==> src/common/axi_stats_pkg.sv <==
package axi_stats_pkg;

  // --------------------------------------------------
  // register map
  // --------------------------------------------------

  // word index of each readable statistic
  // byte address is index << REG_ADDR_LSB
  typedef enum logic [3:0] {
    STAT_AW_BURST_CNT = 4'd0,
    STAT_AW_BYTES_SUM = 4'd1,
    STAT_W_BURST_CNT  = 4'd2,
    STAT_W_BEAT_CNT   = 4'd3,
    STAT_W_BYTES_SUM  = 4'd4,
    STAT_W_ERR_CNT    = 4'd5,
    STAT_W_STALL_CNT  = 4'd6,
    STAT_B_STALL_CNT  = 4'd7,
    STAT_IDLE_CNT     = 4'd8,
    STAT_AW_DEPTH_MAX = 4'd9
  } stat_id_t;

  // ids 0 to NUM_ACCUM-1 live in the accumulator array
  localparam int NUM_ACCUM = 9;

  // everything software can read, including the depth peak
  localparam int NUM_STATS = 10;

  // --------------------------------------------------
  // widths
  // --------------------------------------------------

  // outstanding AW depth counter and its peak
  localparam int DEPTH_WIDTH = 8;

  // 32-bit registers, so drop two byte-address bits
  localparam int REG_ADDR_LSB = 2;

  // --------------------------------------------------
  // AXI response codes
  // --------------------------------------------------

  localparam logic [1:0] RESP_OKAY   = 2'b00;
  localparam logic [1:0] RESP_DECERR = 2'b11;

endpackage

==> src/hw/wr_event_decode.sv <==
`timescale 1ns/1ps

module wr_event_decode
  import axi_stats_pkg::*;
#(
  parameter int STAT_WIDTH     = 32,
  parameter int AXI_STRB_WIDTH = 2
) (
  input  logic                                 clk,
  input  logic                                 rst_n,
  input  logic                                 stat_clear,

  input  logic                                 awvalid,
  input  logic                                 awready,
  input  logic [7:0]                           awlen,
  input  logic [2:0]                           awsize,

  input  logic                                 wvalid,
  input  logic                                 wready,
  input  logic                                 wlast,
  input  logic [AXI_STRB_WIDTH-1:0]            wstrb,

  input  logic                                 bvalid,
  input  logic                                 bready,
  input  logic [1:0]                           bresp,

  output logic [NUM_ACCUM-1:0]                 stat_en,
  output logic [NUM_ACCUM-1:0][STAT_WIDTH-1:0] stat_amt,
  output logic [DEPTH_WIDTH-1:0]               aw_depth_max
);

  localparam int STRB_CNT_WIDTH = $clog2(AXI_STRB_WIDTH + 1);

  logic                                 aw_xfer;
  logic                                 w_xfer;
  logic                                 b_xfer;
  logic [STRB_CNT_WIDTH-1:0]            w_strb_cnt;
  logic                                 w_in_progress;
  logic [DEPTH_WIDTH-1:0]               aw_depth;
  logic [DEPTH_WIDTH-1:0]               aw_depth_next;
  logic [NUM_ACCUM-1:0]                 en_next;
  logic [NUM_ACCUM-1:0][STAT_WIDTH-1:0] amt_next;

  // --------------------------------------------------
  // handshakes
  // --------------------------------------------------

  assign aw_xfer = awvalid && awready;
  assign w_xfer  = wvalid && wready;
  assign b_xfer  = bvalid && bready;

  // bytes carried by this beat
  always_comb begin
    w_strb_cnt = '0;
    for (int i = 0; i < AXI_STRB_WIDTH; i++) begin
      w_strb_cnt = w_strb_cnt + STRB_CNT_WIDTH'(wstrb[i]);
    end
  end

  // set after a non-last beat, dropped by the beat with wlast
  always_ff @(posedge clk) begin
    if (!rst_n) begin
      w_in_progress <= 1'b0;
    end else if (w_xfer) begin
      w_in_progress <= !wlast;
    end
  end

  // --------------------------------------------------
  // outstanding AW depth
  // --------------------------------------------------

  // AW and B in the same cycle cancel out
  // a stray B at depth zero does not wrap the counter
  always_comb begin
    aw_depth_next = aw_depth;
    if (aw_xfer && !b_xfer) begin
      aw_depth_next = aw_depth + 1'b1;
    end else if (b_xfer && !aw_xfer && aw_depth != '0) begin
      aw_depth_next = aw_depth - 1'b1;
    end
  end

  always_ff @(posedge clk) begin
    if (!rst_n || stat_clear) begin
      aw_depth     <= '0;
      aw_depth_max <= '0;
    end else begin
      aw_depth <= aw_depth_next;
      if (aw_depth_next > aw_depth_max) begin
        aw_depth_max <= aw_depth_next;
      end
    end
  end

  // --------------------------------------------------
  // per-stat enables and addends
  // --------------------------------------------------

  always_comb begin
    en_next                    = '0;
    en_next[STAT_AW_BURST_CNT] = aw_xfer;
    en_next[STAT_AW_BYTES_SUM] = aw_xfer;
    en_next[STAT_W_BURST_CNT]  = w_xfer && wlast;
    en_next[STAT_W_BEAT_CNT]   = w_xfer;
    en_next[STAT_W_BYTES_SUM]  = w_xfer;
    en_next[STAT_W_ERR_CNT]    = b_xfer && (bresp != RESP_OKAY);
    en_next[STAT_W_STALL_CNT]  = wvalid && !wready;
    en_next[STAT_B_STALL_CNT]  = bvalid && !bready;
    // nothing pending and nothing offered on AW or W
    en_next[STAT_IDLE_CNT]     = (aw_depth == '0) && !w_in_progress && !awvalid && !wvalid;
  end

  // counters and bins step by one, the two byte sums carry a size
  always_comb begin
    for (int i = 0; i < NUM_ACCUM; i++) begin
      amt_next[i] = STAT_WIDTH'(1);
    end
    amt_next[STAT_AW_BYTES_SUM] = (STAT_WIDTH'(awlen) + 1'b1) << awsize;
    amt_next[STAT_W_BYTES_SUM]  = STAT_WIDTH'(w_strb_cnt);
  end

  // a clear drops whatever event lands in the same cycle
  always_ff @(posedge clk) begin
    if (!rst_n || stat_clear) begin
      stat_en <= '0;
    end else begin
      stat_en <= en_next;
    end
  end

  always_ff @(posedge clk) begin
    stat_amt <= amt_next;
  end

endmodule

==> src/hw/stat_accum.sv <==
`timescale 1ns/1ps

// counters use amt of one, sums pass the event size
module stat_accum #(
  parameter int STAT_WIDTH = 32
) (
  input  logic                  clk,
  input  logic                  rst_n,
  input  logic                  clr,
  input  logic                  en,
  input  logic [STAT_WIDTH-1:0] amt,
  output logic [STAT_WIDTH-1:0] value
);

  // wraps silently at full scale
  always_ff @(posedge clk) begin
    if (!rst_n || clr) begin
      value <= '0;
    end else if (en) begin
      value <= value + amt;
    end
  end

endmodule

==> src/hw/stat_readout.sv <==
`timescale 1ns/1ps

module stat_readout
  import axi_stats_pkg::*;
#(
  parameter int STAT_WIDTH      = 32,
  parameter int AXIL_ADDR_WIDTH = 8
) (
  input  logic                                 clk,
  input  logic                                 rst_n,

  input  logic [NUM_ACCUM-1:0][STAT_WIDTH-1:0] stat_values,
  input  logic [DEPTH_WIDTH-1:0]               aw_depth_max,

  input  logic                                 arvalid,
  input  logic [AXIL_ADDR_WIDTH-1:0]           araddr,
  output logic                                 arready,

  output logic                                 rvalid,
  output logic [STAT_WIDTH-1:0]                rdata,
  output logic [1:0]                           rresp,
  input  logic                                 rready
);

  localparam int IDX_WIDTH = AXIL_ADDR_WIDTH - REG_ADDR_LSB;

  logic                  ar_accept;
  logic [IDX_WIDTH-1:0]  word_idx;
  stat_id_t              rd_id;
  logic [STAT_WIDTH-1:0] rd_data;
  logic [1:0]            rd_resp;

  // --------------------------------------------------
  // address decode
  // --------------------------------------------------

  // one response slot, free when empty or draining this cycle
  assign arready   = !rvalid || rready;
  assign ar_accept = arvalid && arready;

  assign word_idx = araddr[AXIL_ADDR_WIDTH-1:REG_ADDR_LSB];
  assign rd_id    = stat_id_t'(word_idx[3:0]);

  always_comb begin
    rd_data = '0;
    rd_resp = RESP_DECERR;
    if (word_idx < IDX_WIDTH'(NUM_STATS)) begin
      rd_resp = RESP_OKAY;
      case (rd_id)
        STAT_AW_DEPTH_MAX: rd_data = STAT_WIDTH'(aw_depth_max);
        default:           rd_data = stat_values[rd_id];
      endcase
    end
  end

  // --------------------------------------------------
  // response register
  // --------------------------------------------------

  always_ff @(posedge clk) begin
    if (!rst_n) begin
      rvalid <= 1'b0;
    end else if (ar_accept) begin
      rvalid <= 1'b1;
    end else if (rready) begin
      rvalid <= 1'b0;
    end
  end

  // only loaded on acceptance, so data holds under back-pressure
  always_ff @(posedge clk) begin
    if (ar_accept) begin
      rdata <= rd_data;
      rresp <= rd_resp;
    end
  end

endmodule

==> src/hw/axi_wr_stats.sv <==
`timescale 1ns/1ps

module axi_wr_stats
  import axi_stats_pkg::*;
#(
  parameter int STAT_WIDTH      = 32,
  parameter int AXIL_ADDR_WIDTH = 8,
  parameter int AXI_STRB_WIDTH  = 2
) (
  input  logic                       clk,
  input  logic                       rst_n,
  input  logic                       stat_clear,

  // monitored write port, observed only
  input  logic                       awvalid,
  input  logic                       awready,
  input  logic [7:0]                 awlen,
  input  logic [2:0]                 awsize,
  input  logic                       wvalid,
  input  logic                       wready,
  input  logic                       wlast,
  input  logic [AXI_STRB_WIDTH-1:0]  wstrb,
  input  logic                       bvalid,
  input  logic                       bready,
  input  logic [1:0]                 bresp,

  // AXI-lite register read
  input  logic                       arvalid,
  input  logic [AXIL_ADDR_WIDTH-1:0] araddr,
  output logic                       arready,
  output logic                       rvalid,
  output logic [STAT_WIDTH-1:0]      rdata,
  output logic [1:0]                 rresp,
  input  logic                       rready
);

  logic [NUM_ACCUM-1:0]                 stat_en;
  logic [NUM_ACCUM-1:0][STAT_WIDTH-1:0] stat_amt;
  logic [NUM_ACCUM-1:0][STAT_WIDTH-1:0] stat_values;
  logic [DEPTH_WIDTH-1:0]               aw_depth_max;

  // --------------------------------------------------
  // event decode
  // --------------------------------------------------

  wr_event_decode #(
    .STAT_WIDTH     (STAT_WIDTH),
    .AXI_STRB_WIDTH (AXI_STRB_WIDTH)
  ) u_wr_event_decode (
    .clk          (clk),
    .rst_n        (rst_n),
    .stat_clear   (stat_clear),
    .awvalid      (awvalid),
    .awready      (awready),
    .awlen        (awlen),
    .awsize       (awsize),
    .wvalid       (wvalid),
    .wready       (wready),
    .wlast        (wlast),
    .wstrb        (wstrb),
    .bvalid       (bvalid),
    .bready       (bready),
    .bresp        (bresp),
    .stat_en      (stat_en),
    .stat_amt     (stat_amt),
    .aw_depth_max (aw_depth_max)
  );

  // --------------------------------------------------
  // accumulators, one per stat id
  // --------------------------------------------------

  for (genvar i = 0; i < NUM_ACCUM; i++) begin : g_accum
    stat_accum #(
      .STAT_WIDTH (STAT_WIDTH)
    ) u_stat_accum (
      .clk   (clk),
      .rst_n (rst_n),
      .clr   (stat_clear),
      .en    (stat_en[i]),
      .amt   (stat_amt[i]),
      .value (stat_values[i])
    );
  end

  // --------------------------------------------------
  // register readout
  // --------------------------------------------------

  stat_readout #(
    .STAT_WIDTH      (STAT_WIDTH),
    .AXIL_ADDR_WIDTH (AXIL_ADDR_WIDTH)
  ) u_stat_readout (
    .clk          (clk),
    .rst_n        (rst_n),
    .stat_values  (stat_values),
    .aw_depth_max (aw_depth_max),
    .arvalid      (arvalid),
    .araddr       (araddr),
    .arready      (arready),
    .rvalid       (rvalid),
    .rdata        (rdata),
    .rresp        (rresp),
    .rready       (rready)
  );

endmodule

==> config.mk <==
export PLATFORM = sky130hd
export DESIGN_NAME = axi_wr_stats
export DESIGN_NICKNAME = d
export VERILOG_FILES = /design/src/common/axi_stats_pkg.sv /design/src/hw/wr_event_decode.sv /design/src/hw/stat_accum.sv /design/src/hw/stat_readout.sv /design/src/hw/axi_wr_stats.sv
export SDC_FILE = /design/constraint.sdc
export NUM_CORES = 1
export LEC_CHECK = 0
export BUFFER_PORTS_ARGS = -buffer_cell sky130_fd_sc_hd__buf_2
export CORE_ASPECT_RATIO = 0.8
export CORE_MARGIN = 5
export CORE_UTILIZATION = 35
export DETAILED_ROUTE_END_ITERATION = 8
export RECOVER_POWER = 25
export SYNTH_ARGS = -nofsm -noshare
export SYNTH_HDL_FRONTEND = slang
export SYNTH_SLANG_ARGS = --single-unit
==> constraint.sdc <==
create_clock -name clk -period 4 [get_ports clk]
set_input_delay 0.8 -clock clk [delete_from_list [all_inputs] [get_ports clk]]
set_output_delay 0.8 -clock clk [all_outputs]
set_load 0.005 [all_outputs]
==> results.sh <==
export IMPL_clock_path_buffers=3
export IMPL_wire_length_of_the_first_global_routing_pass_um=76200
export IMPL_max_freq_mhz=276
export IMPL_timing_setup_tns_ns=0
export IMPL_synth_cells=2053
export IMPL_async_set_or_reset_flop_fraction_in_the_synthesized_netlist_pct=0
export IMPL_initial_core_util_pct=35.5
export IMPL_wl_um=47300
export IMPL_cts_resized_gates=0
export IMPL_layout_worst_path_cycle_share_pct=90.5
export IMPL_detailed_place_hpwl_um=35300
export IMPL_crit_path_max_incr_delay_ns=0.66
export IMPL_ys_top_cells_by_area="sky130_fd_sc_hd__dfxtp_1, sky130_fd_sc_hd__mux4_2, sky130_fd_sc_hd__nor2_1"
export IMPL_cp_top_family="compound AO/OA/AOI/OAI gates"
export IMPL_detail_route_vias_per_cell=5.36
export IMPL_slew_violations=133
export IMPL_first_global_vias=14400
export IMPL_seq_cells_post_synth=364
export IMPL_fp_dieArea_mm2=0.0580
export IMPL_crit_path_start="u_wr_event_decode.aw_depth[0]"
export IMPL_crit_path_frequent_cell="sky130_fd_sc_hd__a211oi_1"
export IMPL_critPathLaunchType="register"
export IMPL_ant_nets=0
export IMPL_synth_cell_area_mm2=0.0186
export IMPL_worstPathMaxFanout=10
export IMPL_power_uw=7990
export IMPL_detail_route_first_pass_iterations=5
export IMPL_post_synth_mux_area_share_pct=11.3
export IMPL_boundaryPins=71
export IMPL_worst_slew_pin_slew_ns=1.82
export IMPL_synth_main_ff_cell="sky130_fd_sc_hd__dfxtp_1"
export IMPL_timing_critical_path_to="u_wr_event_decode.aw_depth_max[1]"
export IMPL_critical_path_reg2reg_endpoint="u_wr_event_decode.aw_depth_max[1]"
export IMPL_grt_setup_unrepaired="false"
export IMPL_drt_first_iter_violations=1000
export IMPL_cts_made_buffers=40
export IMPL_clock_tree_from_tritoncts="yes"
export IMPL_synth_yosys_seq_area_share_pct=40.9
export IMPL_area_of_the_placeable_core_mm2=0.0526
export IMPL_worst_slack_ns=0.379
export IMPL_timing_final_hold_violations=0
export IMPL_clkSinkCount=364
export IMPL_critPathSlowestCell="sky130_fd_sc_hd__a211oi_1"
export IMPL_setup_worst_path_end_class="register"
export IMPL_syn_mean_instance_area_um2=9.07
export IMPL_adder_cell_area_share_of_the_yosys_netlist_pct=2.77
export IMPL_depth_of_the_most_critical_reg_to_reg_path=13
export IMPL_post_synth_xor_area_fraction_pct=10.4
export IMPL_largest_net_degree_at_the_start_of_global_routing=80
export IMPL_most_common_layout_cells="sky130_fd_sc_hd__nor2_1, sky130_fd_sc_hd__dfxtp_1, sky130_fd_sc_hd__nand2_1"
export IMPL_post_route_cells_drive_above_1_share_pct=10.9
export IMPL_cts_hold_buf=0
export IMPL_finalInstanceArea_mm2=0.0211
export IMPL_worstHoldPathType="primary input to register"
export IMPL_grt_overflow_total=0
export IMPL_r2r_slack_ns=0.38
export IMPL_synth_top_cell_area_share_pct=35.6
export IMPL_slew_headroom_pct=-21.6
export IMPL_crit_reg2reg_launch="u_wr_event_decode.aw_depth[0]"
export IMPL_insertedDiodeCount=0
export IMPL_drt_drc_violations_left=0
export IMPL_clock_skew_final_ns=0.0220
export IMPL_main_combinational_cell_family_by_area_after_synthesis="simple AND/OR/NAND/NOR gates"
export IMPL_die_width_um=268
export IMPL_routed_wire_length_per_instance_um=16.8
export IMPL_timing_critical_path_buf_inv=1
export IMPL_yosys_warnings=0
export IMPL_cp_data_arrival_time_ns=4.02
export IMPL_finalWeightedCongestion=0.867
export IMPL_ctsHtreeMaxLevel=2
export IMPL_via_count=15100
export IMPL_path_cells="inv_1, ha_1, nor4b_1, a211oi_1, a211oi_1, a211oi_1, ha_1, nand3_1, o22ai_1, o21bai_1, a22o_1, mux2i_1, nor2_1"
export IMPL_num_rows=75
export IMPL_synth_simple_area_share_pct=23.0
export IMPL_gr_usage_all_layers_pct=15.8
export IMPL_timing_setup_critical_path_class="register to register"
export IMPL_ys_types=65
export IMPL_detailedPlace_worstSlack_ns=0.181
export IMPL_placed_cell_area_mm2=0.0197
export IMPL_initial_antenna_violation_count=0
export IMPL_power_per_cell_area_mw_per_mm2=379
export IMPL_final_min_clock_period_ns=3.62
export IMPL_syn_to_final_growth_pct=13.1
export IMPL_violations="max-capacitance violations, max-slew violations"
export IMPL_post_cts_setup_buffer_count=0
export IMPL_fin_util_pct=40.1
export IMPL_clock_pin_slew_on_the_worst_setup_and_hold_paths_ns=0.06
export IMPL_power_leakage_uw=0.00719
export IMPL_worst_skew_pair_late_latency_ns=0.55
export IMPL_synth_enable_flop_cells=33
export IMPL_synth_largest_area_cell="sky130_fd_sc_hd__dfxtp_1"
export IMPL_synth_compound_area_share_pct=8.71
export IMPL_layout_nets=2173
export IMPL_syn_num_nets=2128
export IMPL_clockRootBuffer="sky130_fd_sc_hd__clkbuf_16"
export IMPL_max_cap_viol_count=3
export IMPL_vdd_drop_max_v=0.000278
export IMPL_run_status="finished, violations left"
export IMPL_io_buffer_count=68
export IMPL_setup_violations_final=0
export IMPL_timing_critical_path_required_ns=4.40
export IMPL_levels_on_crit_path=13
export IMPL_floorplan_die_height_um=216
export IMPL_final_common_cell="sky130_fd_sc_hd__nor2_1"
==> how the worst min path moves through the flow <==
| stage | startpoint | to | slack (ns) | depth (start not counted) |
|---|---|---|---|---|
| after floorplan | g_accum[1].u_stat_accum.value[21] | g_accum[1].u_stat_accum.value[21] | 0.45 | 2 |
| after global placement | g_accum[0].u_stat_accum.value[31] | g_accum[0].u_stat_accum.value[31] | 0.47 | 2 |
| after detailed placement | g_accum[1].u_stat_accum.value[21] | g_accum[1].u_stat_accum.value[21] | 0.50 | 2 |
| after CTS | wready | u_wr_event_decode.stat_en[6] | 0.42 | 2 |
| after global routing | wready | u_wr_event_decode.stat_en[6] | 0.44 | 2 |
| final | bready | u_wr_event_decode.stat_en[7] | 0.45 | 2 |
==> metal layers <==
metal	up-vias	wire, µm	track usage, %
li1	7405	-	-
met1	7295	22800	22.8
met2	351	20900	25.0
met3	61	2750	2.86
met4	0	857	3.58
met5	-	0	0
==> stage by stage <==
| step | std cells | hold WS [ns] |
|---|---|---|
| floorplan | 2053 | 0.453 |
| global placement | 2749 | 0.471 |
| detailed placement | 2749 | 0.495 |
| CTS | 2822 | 0.421 |
| global route | 2822 | 0.435 |
| finish | 2822 | 0.448 |
==> cell usage after synthesis (10+ instances only) <==
| master | n |
|---|---|
| sky130_fd_sc_hd__a21oi_1 | 96 |
| sky130_fd_sc_hd__mux2i_1 | 63 |
| sky130_fd_sc_hd__nor2_1 | 355 |
| sky130_fd_sc_hd__edfxtp_1 | 33 |
| sky130_fd_sc_hd__and3_1 | 45 |
| sky130_fd_sc_hd__o21ai_0 | 73 |
| sky130_fd_sc_hd__ha_1 | 38 |
| sky130_fd_sc_hd__mux4_2 | 63 |
| sky130_fd_sc_hd__clkbuf_1 | 73 |
| sky130_fd_sc_hd__dfxtp_1 | 331 |
| sky130_fd_sc_hd__a211oi_1 | 16 |
| sky130_fd_sc_hd__nor3_1 | 52 |
| sky130_fd_sc_hd__nor2b_1 | 12 |
| sky130_fd_sc_hd__and2_1 | 18 |
| sky130_fd_sc_hd__nand2_1 | 136 |
| sky130_fd_sc_hd__nand3_1 | 84 |
| sky130_fd_sc_hd__xor2_1 | 129 |
| sky130_fd_sc_hd__nor4_1 | 13 |
| sky130_fd_sc_hd__xnor2_1 | 93 |
| sky130_fd_sc_hd__and4_1 | 26 |
| sky130_fd_sc_hd__nand4_1 | 65 |
| sky130_fd_sc_hd__or3_1 | 48 |
| sky130_fd_sc_hd__buf_1 | 13 |
| sky130_fd_sc_hd__inv_1 | 50 |
| sky130_fd_sc_hd__o211a_1 | 10 |
==> cell type report <==
class	count	area [µm²]
Inverter	50	188
Clock buffer	55	1140
Fill cell	5171	31500
Tap cell	693	867
Multi-Input combinational cell	1548	10500
Timing Repair Buffer	94	561
Sequential cell	364	7620
Clock inverter	18	225
==> sequential cells by signal, indices dropped and copies added, names as in the netlist <==
name and cells:
u_wr_event_decode.w_in_progress 1, u_stat_readout.rresp 1, u_wr_event_decode.stat_amt 18, u_wr_event_decode.aw_depth 8, u_wr_event_decode.aw_depth_max 8, u_stat_readout.rdata 32
u_stat_readout.rvalid 1, g_accum.u_stat_accum.value 288, u_wr_event_decode.stat_en 7
==> cell families after synthesis <==
group           after synthesis
simple gates                892
flops                       364
xor+xnor                    222
buf+inv                     141
fa+ha+maj                    40
compound gates              265
mux                         129
==> report_power, final <==
part	internal, µW	leakage, µW	switching (µW)	total, µW
Combinational	163	0.00352	272	435
Clock	2320	0.000674	1500	3810
Sequential	3720	0.00300	24.6	3740
Total	6200	0.00719	1790	7990
(Power assumes the default switching activity.)
